==> src/common/cpu_pkg.sv <==
package cpu_pkg;

  // Architectural register file
  localparam int NUM_REGS = 32;

  // Byte step between sequential instructions
  localparam int PC_STEP = 4;

  typedef logic [4:0] reg_idx_t;

  // Major opcodes handled by the decoder, everything else is a NOP
  typedef enum logic [6:0] {
    OPC_OP     = 7'h33,
    OPC_OP_IMM = 7'h13
  } rv_opcode_e;

  // Operation carried into the ALU stage
  typedef enum logic [2:0] {
    ALU_ADD,
    ALU_SUB,
    ALU_AND,
    ALU_OR,
    ALU_XOR
  } alu_op_e;

endpackage

==> src/logic/alu_stage.sv <==
`timescale 1ns/1ps

module alu_stage #(
  parameter int XLEN = 32
) (
  input  logic              clk_i,
  input  logic              rst_i,
  input  logic              hold_i,
  input  logic              valid_i,
  input  cpu_pkg::alu_op_e  op_i,
  input  logic [XLEN-1:0]   a_i,
  input  logic [XLEN-1:0]   b_i,
  input  cpu_pkg::reg_idx_t rd_i,
  input  logic [XLEN-1:0]   pc_i,
  output logic              valid_o,
  output cpu_pkg::reg_idx_t rd_o,
  output logic [XLEN-1:0]   pc_o,
  output logic [XLEN-1:0]   result_o
);
  import cpu_pkg::*;

  alu_op_e         op_q;
  logic [XLEN-1:0] a_q;
  logic [XLEN-1:0] b_q;

  // Entry stays put while the multiplier owns writeback
  always_ff @(posedge clk_i) begin
    if (!rst_i) begin
      valid_o <= 1'b0;
    end else if (!hold_i) begin
      valid_o <= valid_i;
    end
  end

  always_ff @(posedge clk_i) begin
    if (!hold_i) begin
      op_q <= op_i;
      a_q  <= a_i;
      b_q  <= b_i;
      rd_o <= rd_i;
      pc_o <= pc_i;
    end
  end

  always_comb begin
    case (op_q)
      ALU_SUB: result_o = a_q - b_q;
      ALU_AND: result_o = a_q & b_q;
      ALU_OR:  result_o = a_q | b_q;
      ALU_XOR: result_o = a_q ^ b_q;
      default: result_o = a_q + b_q;
    endcase
  end

endmodule

==> src/logic/cpu_top.sv <==
`timescale 1ns/1ps

module cpu_top #(
  parameter int XLEN       = 32,
  parameter int MUL_STAGES = 5
) (
  input  logic              clk_i,
  input  logic              rst_i,
  output logic [XLEN-1:0]   imem_addr_o,
  input  logic [XLEN-1:0]   imem_rdata_i,
  output logic              retire_valid_o,
  output logic [XLEN-1:0]   retire_pc_o,
  output cpu_pkg::reg_idx_t retire_rd_o,
  output logic [XLEN-1:0]   retire_data_o
);

  logic                  stall;
  logic                  bubble;
  logic                  dec_valid;
  logic [XLEN-1:0]       dec_pc;
  logic [XLEN-1:0]       dec_instr;
  logic [XLEN-1:0]       rs1_data;
  logic [XLEN-1:0]       rs2_data;
  cpu_pkg::reg_idx_t     dec_rs1;
  cpu_pkg::reg_idx_t     dec_rs2;
  cpu_pkg::reg_idx_t     dec_rd;
  logic                  dec_uses_rs2;

  // Decode to ALU register inputs
  logic                  alu_in_valid;
  cpu_pkg::alu_op_e      alu_in_op;
  logic [XLEN-1:0]       alu_in_a;
  logic [XLEN-1:0]       alu_in_b;
  cpu_pkg::reg_idx_t     alu_in_rd;
  logic [XLEN-1:0]       alu_in_pc;

  // EX1 register
  logic                  ex1_valid;
  logic [XLEN-1:0]       ex1_a;
  logic [XLEN-1:0]       ex1_b;
  cpu_pkg::reg_idx_t     ex1_rd;
  logic [XLEN-1:0]       ex1_pc;

  logic                  alu_valid;
  cpu_pkg::reg_idx_t     alu_rd;
  logic [XLEN-1:0]       alu_pc;
  logic [XLEN-1:0]       alu_result;
  logic                  alu_hold;

  logic [MUL_STAGES-1:0] mul_stage_valid;
  cpu_pkg::reg_idx_t     mul_stage_rd [MUL_STAGES];
  logic                  mul_done;
  cpu_pkg::reg_idx_t     mul_rd;
  logic [XLEN-1:0]       mul_pc;
  logic [XLEN-1:0]       mul_result;

  logic                  wb_en;
  cpu_pkg::reg_idx_t     wb_rd;
  logic [XLEN-1:0]       wb_data;

  fetch_stage #(
    .XLEN        (XLEN)
  ) i_fetch_stage (
    .clk_i       (clk_i),
    .rst_i       (rst_i),
    .stall_i     (stall),
    .instr_i     (imem_rdata_i),
    .imem_addr_o (imem_addr_o),
    .dec_valid_o (dec_valid),
    .dec_pc_o    (dec_pc),
    .dec_instr_o (dec_instr)
  );

  decode_stage #(
    .XLEN        (XLEN),
    .MUL_STAGES  (MUL_STAGES)
  ) i_decode_stage (
    .clk_i       (clk_i),
    .rst_i       (rst_i),
    .valid_i     (dec_valid),
    .pc_i        (dec_pc),
    .instr_i     (dec_instr),
    .stall_i     (stall),
    .bubble_i    (bubble),
    .rs1_data_i  (rs1_data),
    .rs2_data_i  (rs2_data),
    .wb_en_i     (wb_en),
    .wb_rd_i     (wb_rd),
    .wb_data_i   (wb_data),
    .rs1_o       (dec_rs1),
    .rs2_o       (dec_rs2),
    .rd_o        (dec_rd),
    .uses_rs2_o  (dec_uses_rs2),
    .alu_valid_o (alu_in_valid),
    .alu_op_o    (alu_in_op),
    .alu_a_o     (alu_in_a),
    .alu_b_o     (alu_in_b),
    .alu_rd_o    (alu_in_rd),
    .alu_pc_o    (alu_in_pc),
    .mul_valid_o (ex1_valid),
    .mul_a_o     (ex1_a),
    .mul_b_o     (ex1_b),
    .mul_rd_o    (ex1_rd),
    .mul_pc_o    (ex1_pc)
  );

  hazard_unit #(
    .MUL_STAGES  (MUL_STAGES)
  ) i_hazard_unit (
    .dec_valid_i (dec_valid),
    .rs1_i       (dec_rs1),
    .rs2_i       (dec_rs2),
    .rd_i        (dec_rd),
    .uses_rs2_i  (dec_uses_rs2),
    .alu_valid_i (alu_valid),
    .alu_rd_i    (alu_rd),
    .alu_hold_i  (alu_hold),
    .mul_valid_i (mul_stage_valid),
    .mul_rd_i    (mul_stage_rd),
    .stall_o     (stall),
    .bubble_o    (bubble)
  );

  alu_stage #(
    .XLEN     (XLEN)
  ) i_alu_stage (
    .clk_i    (clk_i),
    .rst_i    (rst_i),
    .hold_i   (alu_hold),
    .valid_i  (alu_in_valid),
    .op_i     (alu_in_op),
    .a_i      (alu_in_a),
    .b_i      (alu_in_b),
    .rd_i     (alu_in_rd),
    .pc_i     (alu_in_pc),
    .valid_o  (alu_valid),
    .rd_o     (alu_rd),
    .pc_o     (alu_pc),
    .result_o (alu_result)
  );

  mul_pipe #(
    .XLEN          (XLEN),
    .NUM_STAGES    (MUL_STAGES)
  ) i_mul_pipe (
    .clk_i         (clk_i),
    .rst_i         (rst_i),
    .valid_i       (ex1_valid),
    .a_i           (ex1_a),
    .b_i           (ex1_b),
    .rd_i          (ex1_rd),
    .pc_i          (ex1_pc),
    .stage_valid_o (mul_stage_valid),
    .stage_rd_o    (mul_stage_rd),
    .done_o        (mul_done),
    .rd_o          (mul_rd),
    .pc_o          (mul_pc),
    .result_o      (mul_result)
  );

  wb_arbiter #(
    .XLEN           (XLEN)
  ) i_wb_arbiter (
    .clk_i          (clk_i),
    .rst_i          (rst_i),
    .alu_valid_i    (alu_valid),
    .alu_rd_i       (alu_rd),
    .alu_pc_i       (alu_pc),
    .alu_result_i   (alu_result),
    .mul_done_i     (mul_done),
    .mul_rd_i       (mul_rd),
    .mul_pc_i       (mul_pc),
    .mul_result_i   (mul_result),
    .alu_hold_o     (alu_hold),
    .wb_en_o        (wb_en),
    .wb_rd_o        (wb_rd),
    .wb_data_o      (wb_data),
    .retire_valid_o (retire_valid_o),
    .retire_pc_o    (retire_pc_o),
    .retire_rd_o    (retire_rd_o),
    .retire_data_o  (retire_data_o)
  );

  reg_bank #(
    .XLEN      (XLEN)
  ) i_reg_bank (
    .clk_i     (clk_i),
    .rst_i     (rst_i),
    .rd_a_i    (dec_rs1),
    .rd_b_i    (dec_rs2),
    .wr_en_i   (wb_en),
    .wr_rd_i   (wb_rd),
    .wr_data_i (wb_data),
    .a_data_o  (rs1_data),
    .b_data_o  (rs2_data)
  );

endmodule

==> src/logic/decode_stage.sv <==
`timescale 1ns/1ps

module decode_stage #(
  parameter int XLEN       = 32,
  parameter int MUL_STAGES = 5
) (
  input  logic              clk_i,
  input  logic              rst_i,
  input  logic              valid_i,
  input  logic [XLEN-1:0]   pc_i,
  input  logic [XLEN-1:0]   instr_i,
  input  logic              stall_i,
  input  logic              bubble_i,
  input  logic [XLEN-1:0]   rs1_data_i,
  input  logic [XLEN-1:0]   rs2_data_i,
  input  logic              wb_en_i,
  input  cpu_pkg::reg_idx_t wb_rd_i,
  input  logic [XLEN-1:0]   wb_data_i,
  output cpu_pkg::reg_idx_t rs1_o,
  output cpu_pkg::reg_idx_t rs2_o,
  output cpu_pkg::reg_idx_t rd_o,
  output logic              uses_rs2_o,
  output logic              alu_valid_o,
  output cpu_pkg::alu_op_e  alu_op_o,
  output logic [XLEN-1:0]   alu_a_o,
  output logic [XLEN-1:0]   alu_b_o,
  output cpu_pkg::reg_idx_t alu_rd_o,
  output logic [XLEN-1:0]   alu_pc_o,
  output logic              mul_valid_o,
  output logic [XLEN-1:0]   mul_a_o,
  output logic [XLEN-1:0]   mul_b_o,
  output cpu_pkg::reg_idx_t mul_rd_o,
  output logic [XLEN-1:0]   mul_pc_o
);
  import cpu_pkg::*;

  rv_opcode_e      opcode;
  logic [2:0]      funct3;
  logic [6:0]      funct7;
  reg_idx_t        rs1;
  reg_idx_t        rs2;
  reg_idx_t        rd;
  logic            is_alu;
  logic            is_mul;
  logic            use_imm;
  alu_op_e         op;
  logic [XLEN-1:0] imm;
  logic [XLEN-1:0] rs1_val;
  logic [XLEN-1:0] rs2_val;

  assign opcode = rv_opcode_e'(instr_i[6:0]);
  assign rd     = instr_i[11:7];
  assign funct3 = instr_i[14:12];
  assign rs1    = instr_i[19:15];
  assign rs2    = instr_i[24:20];
  assign funct7 = instr_i[31:25];
  assign imm    = {{(XLEN-12){instr_i[31]}}, instr_i[31:20]};

  always_comb begin
    is_alu  = 1'b0;
    is_mul  = 1'b0;
    use_imm = 1'b0;
    op      = ALU_ADD;
    case (opcode)
      OPC_OP: begin
        if (funct7 == 7'h01) begin
          is_mul = (funct3 == 3'd0);
        end else if (funct7 == 7'h00) begin
          is_alu = 1'b1;
          case (funct3)
            3'd0:    op = ALU_ADD;
            3'd4:    op = ALU_XOR;
            3'd6:    op = ALU_OR;
            3'd7:    op = ALU_AND;
            default: is_alu = 1'b0;
          endcase
        end else if (funct7 == 7'h20) begin
          is_alu = (funct3 == 3'd0);
          op     = ALU_SUB;
        end
      end
      OPC_OP_IMM: begin
        is_alu  = (funct3 == 3'd0);
        use_imm = 1'b1;
      end
      default: ;
    endcase
  end

  assign rs1_o      = rs1;
  assign rs2_o      = rs2;
  assign rd_o       = rd;
  assign uses_rs2_o = (opcode == OPC_OP);

  // Writeback lands at the end of this cycle, x0 never bypasses
  assign rs1_val = (wb_en_i && wb_rd_i == rs1 && rs1 != '0) ? wb_data_i : rs1_data_i;
  assign rs2_val = (wb_en_i && wb_rd_i == rs2 && rs2 != '0) ? wb_data_i : rs2_data_i;

  // Inputs of the ALU stage register
  assign alu_valid_o = valid_i & is_alu & ~bubble_i;
  assign alu_op_o    = op;
  assign alu_a_o     = rs1_val;
  assign alu_b_o     = use_imm ? imm : rs2_val;
  assign alu_rd_o    = rd;
  assign alu_pc_o    = pc_i;

  // EX1 register, first stage of the multiplier
  always_ff @(posedge clk_i) begin
    if (!rst_i) begin
      mul_valid_o <= 1'b0;
    end else begin
      mul_valid_o <= valid_i & is_mul & ~bubble_i;
    end
  end

  always_ff @(posedge clk_i) begin
    if (!stall_i) begin
      mul_a_o  <= rs1_val;
      mul_b_o  <= rs2_val;
      mul_rd_o <= rd;
      mul_pc_o <= pc_i;
    end
  end

  if (MUL_STAGES < 1) begin : g_bad_mul_stages
    $error("MUL_STAGES must be at least 1");
  end

endmodule

==> src/logic/fetch_stage.sv <==
`timescale 1ns/1ps

module fetch_stage #(
  parameter int XLEN = 32
) (
  input  logic            clk_i,
  input  logic            rst_i,
  input  logic            stall_i,
  input  logic [XLEN-1:0] instr_i,
  output logic [XLEN-1:0] imem_addr_o,
  output logic            dec_valid_o,
  output logic [XLEN-1:0] dec_pc_o,
  output logic [XLEN-1:0] dec_instr_o
);
  import cpu_pkg::*;

  logic [XLEN-1:0] pc_q;

  // Instruction memory answers in the same cycle
  assign imem_addr_o = pc_q;

  always_ff @(posedge clk_i) begin
    if (!rst_i) begin
      pc_q        <= '0;
      dec_valid_o <= 1'b0;
    end else if (!stall_i) begin
      pc_q        <= pc_q + XLEN'(PC_STEP);
      dec_valid_o <= 1'b1;
    end
  end

  // Fetch to decode register
  always_ff @(posedge clk_i) begin
    if (!stall_i) begin
      dec_pc_o    <= pc_q;
      dec_instr_o <= instr_i;
    end
  end

endmodule

==> src/logic/hazard_unit.sv <==
`timescale 1ns/1ps

module hazard_unit #(
  parameter int MUL_STAGES = 5
) (
  input  logic                  dec_valid_i,
  input  cpu_pkg::reg_idx_t     rs1_i,
  input  cpu_pkg::reg_idx_t     rs2_i,
  input  cpu_pkg::reg_idx_t     rd_i,
  input  logic                  uses_rs2_i,
  input  logic                  alu_valid_i,
  input  cpu_pkg::reg_idx_t     alu_rd_i,
  input  logic                  alu_hold_i,
  input  logic [MUL_STAGES-1:0] mul_valid_i,
  input  cpu_pkg::reg_idx_t     mul_rd_i [MUL_STAGES],
  output logic                  stall_o,
  output logic                  bubble_o
);
  import cpu_pkg::*;

  logic conflict;

  // RAW on either source or WAW on the destination
  function automatic logic clashes(reg_idx_t wr_rd);
    return (wr_rd != '0) &&
           (wr_rd == rs1_i || (uses_rs2_i && wr_rd == rs2_i) || wr_rd == rd_i);
  endfunction

  always_comb begin
    conflict = alu_valid_i && clashes(alu_rd_i);
    for (int k = 0; k < MUL_STAGES; k++) begin
      conflict = conflict | (mul_valid_i[k] && clashes(mul_rd_i[k]));
    end
  end

  assign stall_o  = dec_valid_i & (conflict | alu_hold_i);

  // Nothing enters ALU or EX1 while decode waits
  assign bubble_o = stall_o;

endmodule

==> src/logic/reg_bank.sv <==
`timescale 1ns/1ps

module reg_bank #(
  parameter int XLEN = 32
) (
  input  logic              clk_i,
  input  logic              rst_i,
  input  cpu_pkg::reg_idx_t rd_a_i,
  input  cpu_pkg::reg_idx_t rd_b_i,
  input  logic              wr_en_i,
  input  cpu_pkg::reg_idx_t wr_rd_i,
  input  logic [XLEN-1:0]   wr_data_i,
  output logic [XLEN-1:0]   a_data_o,
  output logic [XLEN-1:0]   b_data_o
);
  import cpu_pkg::*;

  logic [XLEN-1:0] regs_q [NUM_REGS];

  // x0 is never written, so it keeps its reset zero
  always_ff @(posedge clk_i) begin
    if (!rst_i) begin
      for (int i = 0; i < NUM_REGS; i++) begin
        regs_q[i] <= '0;
      end
    end else if (wr_en_i && wr_rd_i != '0) begin
      regs_q[wr_rd_i] <= wr_data_i;
    end
  end

  assign a_data_o = regs_q[rd_a_i];
  assign b_data_o = regs_q[rd_b_i];

endmodule

==> src/logic/wb_arbiter.sv <==
`timescale 1ns/1ps

module wb_arbiter #(
  parameter int XLEN = 32
) (
  input  logic              clk_i,
  input  logic              rst_i,
  input  logic              alu_valid_i,
  input  cpu_pkg::reg_idx_t alu_rd_i,
  input  logic [XLEN-1:0]   alu_pc_i,
  input  logic [XLEN-1:0]   alu_result_i,
  input  logic              mul_done_i,
  input  cpu_pkg::reg_idx_t mul_rd_i,
  input  logic [XLEN-1:0]   mul_pc_i,
  input  logic [XLEN-1:0]   mul_result_i,
  output logic              alu_hold_o,
  output logic              wb_en_o,
  output cpu_pkg::reg_idx_t wb_rd_o,
  output logic [XLEN-1:0]   wb_data_o,
  output logic              retire_valid_o,
  output logic [XLEN-1:0]   retire_pc_o,
  output cpu_pkg::reg_idx_t retire_rd_o,
  output logic [XLEN-1:0]   retire_data_o
);

  logic [XLEN-1:0] wb_pc;

  // Multiplier cannot stall, so it always wins
  assign alu_hold_o = alu_valid_i & mul_done_i;
  assign wb_en_o    = mul_done_i | alu_valid_i;
  assign wb_rd_o    = mul_done_i ? mul_rd_i     : alu_rd_i;
  assign wb_data_o  = mul_done_i ? mul_result_i : alu_result_i;
  assign wb_pc      = mul_done_i ? mul_pc_i     : alu_pc_i;

  always_ff @(posedge clk_i) begin
    if (!rst_i) begin
      retire_valid_o <= 1'b0;
    end else begin
      retire_valid_o <= wb_en_o;
    end
  end

  always_ff @(posedge clk_i) begin
    retire_pc_o   <= wb_pc;
    retire_rd_o   <= wb_rd_o;
    retire_data_o <= wb_data_o;
  end

endmodule

==> src/mul_pipe/mul_pipe.sv <==
`timescale 1ns/1ps

module mul_pipe #(
  parameter int XLEN       = 32,
  parameter int NUM_STAGES = 5
) (
  input  logic                  clk_i,
  input  logic                  rst_i,
  input  logic                  valid_i,
  input  logic [XLEN-1:0]       a_i,
  input  logic [XLEN-1:0]       b_i,
  input  cpu_pkg::reg_idx_t     rd_i,
  input  logic [XLEN-1:0]       pc_i,
  output logic [NUM_STAGES-1:0] stage_valid_o,
  output cpu_pkg::reg_idx_t     stage_rd_o [NUM_STAGES],
  output logic                  done_o,
  output cpu_pkg::reg_idx_t     rd_o,
  output logic [XLEN-1:0]       pc_o,
  output logic [XLEN-1:0]       result_o
);
  import cpu_pkg::*;

  logic [NUM_STAGES-1:0] valid_s;
  reg_idx_t              rd_s  [NUM_STAGES];
  logic [XLEN-1:0]       pc_s  [NUM_STAGES];
  logic [XLEN-1:0]       res_s [NUM_STAGES];

  // Stage 0 is the EX1 register, product keeps the low XLEN bits
  assign valid_s[0] = valid_i;
  assign rd_s[0]    = rd_i;
  assign pc_s[0]    = pc_i;
  assign res_s[0]   = a_i * b_i;

  for (genvar k = 1; k < NUM_STAGES; k++) begin : g_stage
    always_ff @(posedge clk_i) begin
      if (!rst_i) begin
        valid_s[k] <= 1'b0;
      end else begin
        valid_s[k] <= valid_s[k-1];
      end
    end

    always_ff @(posedge clk_i) begin
      rd_s[k]  <= rd_s[k-1];
      pc_s[k]  <= pc_s[k-1];
      res_s[k] <= res_s[k-1];
    end
  end

  assign stage_valid_o = valid_s;
  assign stage_rd_o    = rd_s;
  assign done_o        = valid_s[NUM_STAGES-1];
  assign rd_o          = rd_s[NUM_STAGES-1];
  assign pc_o          = pc_s[NUM_STAGES-1];
  assign result_o      = res_s[NUM_STAGES-1];

endmodule

==> config.mk <==
export PLATFORM = sky130hd
export DESIGN_NAME = cpu_top
export DESIGN_NICKNAME = d
export VERILOG_FILES = /design/src/common/cpu_pkg.sv /design/src/logic/alu_stage.sv /design/src/logic/cpu_top.sv /design/src/logic/decode_stage.sv /design/src/logic/fetch_stage.sv /design/src/logic/hazard_unit.sv /design/src/logic/reg_bank.sv /design/src/logic/wb_arbiter.sv /design/src/mul_pipe/mul_pipe.sv
export SDC_FILE = /design/constraint.sdc
export NUM_CORES = 2
export LEC_CHECK = 0
export ABC_AREA = 0
export BUFFER_PORTS_ARGS = -buffer_cell sky130_fd_sc_hd__buf_2
export CORE_ASPECT_RATIO = 1.1
export CORE_MARGIN = 1
export CORE_UTILIZATION = 64
export DETAILED_ROUTE_END_ITERATION = 12
export PLACE_DENSITY = 0.81
export SETUP_SLACK_MARGIN = 0.3
export SLEW_MARGIN = 20
export SYNTH_ARGS = -nofsm -noshare
export SYNTH_HDL_FRONTEND = slang
export SYNTH_SLANG_ARGS = --single-unit
export TNS_END_PERCENT = 5
==> constraint.sdc <==
create_clock -name clk_i -period 10.4 [get_ports clk_i]
set_input_delay 2.08 -clock clk_i [delete_from_list [all_inputs] [get_ports clk_i]]
set_output_delay 2.08 -clock clk_i [all_outputs]
set_load 0.01 [all_outputs]
Word-level counts from Yosys, hierarchy flattened
Memory sizes are Yosys's and may differ from the RTL's. A register that Yosys moved wholly into a read port is not among the register bits. Cells that the tools add are included.

Register bits after elaboration: 654. Latch bits: 0. Bits in writable memories: 1024. ROM bits: 0. Bits of input ports: 34. Output and inout port bits: 102. Logic and storage cells: 165. Memories: 1.

Memories: i_reg_bank.regs_q (depth 32, bits a word 32, rd ports 2, clocked after memory_dff 2, write ports 32, RTL line reg_bank.sv:18) `logic [XLEN-1:0] regs_q [NUM_REGS];`.

$add $sub $neg: 3. Multipliers: 1. Div/mod/pow operators: 0. $lt $le $gt $ge: 0. Eq/ne operators: 31. Shifts and indexed selects: 0. Mux-type cells: 27. Bitwise logic cells: 18. Reductions and logical operators: 49.

Operators by type and width (number): two-way mux 32 bit (6); one-hot mux 32 bit (4 select lines) (1); == test 5 bit (20); nonzero test 5 bit (9); adder 32 x 3 -> 32 bit (second input constant) (1); adder 32 bit (1); AND 32 bit (1); multiplier 32 x 32 -> 32 bit (1); OR 32 bit (1); OR reduction 32 bit (1); subtractor 32 bit (1); bitwise XOR 32 bit (1); logical AND 1 bit (23); two-way mux 5 bit (4); == test 7 x 6 -> 1 bit (second input constant) (2); two-way mux 1 bit (13); == test 3 bit (second input constant) (4); logical OR 1 bit (12); one-hot mux 3 bit (3 select lines) (1); == test 7 x 1 -> 1 bit (second input constant) (1); == test 7 x 5 -> 1 bit (second input constant) (1); logical NOT 7 bit (1); OR 1 bit (7); AND 1 bit (6); other kinds (8) (10).

Longest topological paths before layout
Depth after elaboration: 15. Mapped depth: 27. Depth with buffers taken out: 25.

Modules after synthesis
Synthesis repeated with hierarchy kept, for this count alone.

Cell total of the unflattened synthesis: 8335. Area total of the unflattened synthesis: 97327.1 µm².

Modules (own cells, without submodules): reg_bank (instances 1, cells an instance 4609, area each 55717.2 µm², sequential area each 30749.5 µm²); mul_pipe (instances 1, cells an instance 2069, area each 21912.3 µm², sequential area each 5605.4 µm²); alu_stage (instances 1, cells an instance 710, area each 7284.5 µm², sequential area each 3143.0 µm²); decode_stage (instances 1, cells an instance 401, area each 5290.1 µm², sequential area each 3052.9 µm²); fetch_stage (instances 1, cells an instance 233, area each 3337.0 µm², sequential area each 2482.4 µm²); wb_arbiter (instances 1, cells an instance 150, area each 2596.2 µm², sequential area each 1401.3 µm²); hazard_unit (instances 1, cells an instance 163, area each 1189.9 µm², sequential area each 0.0 µm²).

Worst setup path before layout
No wires, ideal clock.

Path kind: register to register. Start: register i_mul_pipe.valid_s[4], in the netlist i_mul_pipe.done_o. End: register i_decode_stage.mul_a_o[0], enable pin. Setup time: 513 ps. Arrival: 7044 ps. Data required time: 9887 ps. Slack: 2843 ps. Cell stages (with the launch flop): 7. Path buffers: 2. Clock period less this slack: 7557 ps. Cell sequence: dfxtp_1 -> clkbuf_1 -> nand2_1 -> o221ai_1 -> o21a_1 -> buf_1 -> inv_1.

Word-level cells in the longest chain between the ends: 4. Elaborated cells between the ends (all ways): 5. Classes of those cells: bitwise (4); reduce/logical (1).

RTL lines: from (decl) (RTL line mul_pipe.sv:23) `logic [NUM_STAGES-1:0] valid_s;`; from (signal, indexed assignment) (RTL line mul_pipe.sv:39) `valid_s[k] <= valid_s[k-1];`; logical AND 1 bit (RTL line hazard_unit.sv:32) `conflict = conflict | (mul_valid_i[k] && clashes(mul_rd_i[k]));`; OR 1 bit (RTL line hazard_unit.sv:32); OR 1 bit (*) (RTL line hazard_unit.sv:36) `assign stall_o = dec_valid_i & (conflict | alu_hold_i);`; AND 1 bit (*) (RTL line hazard_unit.sv:36); to (signal assigned) (RTL line decode_stage.sv:118) `mul_a_o <= rs1_val;`; to (decl) (RTL line decode_stage.sv:30) `output logic [XLEN-1:0] mul_a_o,`.

Mark *: on every way between the ends. The rest lies on a longest branch, timed or not. A chain may end at the register's enable or synchronous reset.

==> impl_metrics.env <==
export IMPL_status="finished with violations"
export IMPL_failed_checks="DRC"
export IMPL_num_vias=59700
export IMPL_die_w_um=362
export IMPL_start_kind="register"
export IMPL_relSlewSlack_pct=18.4
export IMPL_min_to="i_mul_pipe.pc_s[60]$_DFF_P_"
export IMPL_clkTransAtPathRegs_ns=0.06
export IMPL_cp_common_cell="fa_1"
export IMPL_dp_hpwl_um=163000
export IMPL_max_freq_ghz=0.127
export IMPL_cp_num_buf_inv=4
export IMPL_drt_wl_total_um=267000
export IMPL_die_area_um2=144000
export IMPL_final_common_cell="edfxtp_1"
export IMPL_rsz0062_at_grt="false"
export IMPL_antenna_found_initial=16
export IMPL_grt_pass1_wl_um=394000
export IMPL_num_nets_final=7454
export IMPL_min_delay_start="i_mul_pipe.pc_s[92]$_DFF_P_"
export IMPL_min_path_cells=0
export IMPL_post_drt_wl_per_cell_um=30.2
export IMPL_powerDensity_nw_per_um2=305
export IMPL_yosys_area_share_xor_xnor_pct=2.49
export IMPL_vias_per_cell=6.76
export IMPL_worst_slew_pin_slew_ns=1.22
export IMPL_cts_resized=0
export IMPL_yosys_warnings=0
export IMPL_synth_simple_area_share_pct=9.98
export IMPL_r2r_end="i_mul_pipe.res_s[126]$_DFF_P_"
export IMPL_clockRootBuffer="clkbuf_16"
export IMPL_r2r_cells=23
export IMPL_seq_area_frac_synth_pct=50.8
export IMPL_fill_cells=8748
export IMPL_synthMuxAreaShare_pct=17.5
export IMPL_core_area_um2=141000
export IMPL_gp_congestion=0.925
export IMPL_cp_end_kind="register"
export IMPL_synth_fa_ha_area_share_pct=12.0
export IMPL_port_buffers=131
export IMPL_drive_above_1_share_pct=19.9
export IMPL_synth_edf_count=1287
export IMPL_hold_buffers=0
export IMPL_fin_ws_ns=2.53
export IMPL_final_min_clock_period_ns=7.87
export IMPL_ios=136
export IMPL_grt_usage_pct=37.7
export IMPL_whs_ns=0.304
export IMPL_cts_buffers=164
export IMPL_slew_violations=0
export IMPL_cts_tree="yes"
export IMPL_r2r_setup_slack_ns=2.53
export IMPL_post_cts_buffers=0
export IMPL_ys_ff_latch=1670
export IMPL_avgSynthCellArea_um2=13.4
export IMPL_synth_compound_area_share_pct=2.82
export IMPL_drv_cap=0
export IMPL_drc=2
export IMPL_clockBufferDepth=3
export IMPL_place_ws_ns=2.70
export IMPL_drtIter0Drc=8648
export IMPL_async_flop_share_pct=0
export IMPL_grt_max_degree=117
export IMPL_dr_pass1_iters=12
export IMPL_critical_path_class="reg2reg"
export IMPL_overflow=0
export IMPL_hold_path_class="reg2reg"
export IMPL_start_util_pct=64.7
export IMPL_clock_latency_ns=0.82
export IMPL_cp_top_family="adder cells"
export IMPL_synthFlopType="edfxtp_1"
export IMPL_hold_viol=0
export IMPL_grt_pass1_vias=62600
export IMPL_areaGrowthSynthToFinish_pct=9.01
export IMPL_period_share_pct=75.6
export IMPL_htree_levels=4
export IMPL_slowest_delay_ns=1.01
export IMPL_p_leak_nw=39.3
export IMPL_skew_ns=0.0684
export IMPL_crit_arrival_ns=8.55
export IMPL_cpMaxStageDelayCell="edfxtp_1"
export IMPL_synth_cell_types=75
export IMPL_synth_top_family_by_area="multiplexers"
export IMPL_worstPathMaxFanout=28
export IMPL_synth_area_um2=91100
export IMPL_core_rowCount=144
export IMPL_setup_viol=0
export IMPL_cp_cell_sequence="and2_1 > fa_1 > inv_1 > fa_1 > fa_1 > fa_1 > inv_1 > fa_1 > inv_1 > fa_1 > inv_1 > fa_1 > fa_1 > ha_1 > nand2_1 > o21ai_0 > o41a_1 > o311ai_0 > nor2_1 > o21ai_0 > o21ai_0 > a21oi_1 > xnor2_1"
export IMPL_clock_sinks=1670
export IMPL_syn_inst=6814
export IMPL_die_h_um=398
export IMPL_cp_required_ns=11.09
export IMPL_setup_tns_final_ns=0
export IMPL_ant_nets=0
export IMPL_ir_worst_vdd_mv=0.778
export IMPL_final_cell_area_um2=99300
export IMPL_r2r_start="i_decode_stage.mul_b_o[4]$_DFFE_PN_"
export IMPL_placed_cell_area_um2=93800
export IMPL_final_cell_mix="edfxtp_1 (1287), nor2_1 (1140), mux4_2 (640), inv_1 (518), fa_1 (409)"
-- where the power goes --
group          switching [mW]  internal [mW]  total, mW  leakage, nW
clock network            2.63           3.37       6.00         2.65
logic                    9.31           6.48       15.8         19.9
registers               0.522           7.95       8.47         16.7
total                    12.5           17.8       30.3         39.3
-- stage by stage --
stage               cells  power (mW)  util [%]
floorplan            6849        19.2         -
finish               8834        30.3      70.6
global placement     8521        23.7      66.7
global route         8831        31.9      70.6
detailed placement   8522        24.1      66.7
CTS                  8824        30.2      70.5
-- layer usage --
layer	global-route usage (%)	share of wire, %
met1	45.2	31
met2	60.5	48
met3	10.0	13
met4	25.0	7.4
met5	0	0.028
-- cell usage after synthesis, types with 16 or more instances --
master,count,share of area (%)
nor2_1,1142,4.7
mux2_2,85,1.1
buf_1,53,0.22
nand3_1,22,0.12
fa_1,409,9.0
ha_1,220,3.0
dfxtp_1,383,8.4
a211oi_1,27,0.22
xnor2_1,174,1.7
o21ai_0,91,0.50
xor2_1,85,0.82
a21o_1,23,0.19
and2_1,334,2.3
and3_1,17,0.12
nor3_1,39,0.21
mux4_2,640,16
inv_1,520,2.1
edfxtp_1,1287,42
buf_2,62,0.34
mux2i_1,55,0.60
nand2_1,386,1.6
or4_1,16,0.13
clkbuf_1,384,1.6
a21oi_1,116,0.64
nand2b_1,18,0.12
-- sequential cells by signal, summed over array words and instances (netlist names), 32 cells and up, named ones only --
name and flops:
i_decode_stage.mul_a_o 32, i_alu_stage.a_q 32, i_fetch_stage.dec_instr_o 32, i_mul_pipe.res_s 96, i_decode_stage.mul_b_o 32, i_wb_arbiter.retire_data_o 32, i_mul_pipe.pc_s 90, i_reg_bank.regs_q 1024
i_mul_pipe.result_o 32, i_alu_stage.b_q 32
-- worst reg2reg max path, delay by kind of cell, from the launching register on --
kind,cells,cell delay [ns]
buffers and inverters,4,0.23
DFF,1,1.01
AOI/OAI and AO/OA,6,1.63
adders and majority gates,9,4.20
xor gates and xnor gates,1,0.13
and+or+nand+nor,3,0.53
-- area by class of cell --
class                   instances  area [um2]  share of cell area (%)
multi-input cells            4149       41300                    41.6
inverters                     521        1960                    1.97
repair buffers                285        1890                    1.90
diodes                          9        22.5                  0.0227
clock inverters                77         776                   0.781
well taps                    1898        2370                    2.39
flip-flops and latches       1670       46400                    46.7
clock buffers                 225        4640                    4.67
-- cells by family (layout without fill, tap and decap cells) --
group,count (synthesis),count (layout)
muxes,780,780
other,1,45
DFF,1670,1670
adders and majority gates,629,629
xor gates and xnor gates,259,259
and+or+nand+nor,2052,2052
AOI/OAI and AO/OA,393,393
buffers and inverters,1030,1108
-- worst max path at each step --
stage                                                    from                             endpoint  slack (ns)  cells after the start
after floorplan                  i_mul_pipe.done_o$_SDFF_PN0_  i_decode_stage.mul_a_o[0]$_DFFE_PN_        2.84                      6
after global placement    i_decode_stage.mul_b_o[5]$_DFFE_PN_        i_mul_pipe.res_s[126]$_DFF_P_        2.84                     23
after detailed placement  i_decode_stage.mul_b_o[4]$_DFFE_PN_        i_mul_pipe.res_s[126]$_DFF_P_        2.70                     23
after CTS                 i_decode_stage.mul_b_o[4]$_DFFE_PN_        i_mul_pipe.res_s[126]$_DFF_P_        2.64                     23
after global routing      i_decode_stage.mul_b_o[4]$_DFFE_PN_        i_mul_pipe.res_s[126]$_DFF_P_        2.23                     23
final                     i_decode_stage.mul_b_o[4]$_DFFE_PN_        i_mul_pipe.res_s[126]$_DFF_P_        2.53                     23
Power figures use the tool's default switching activity.
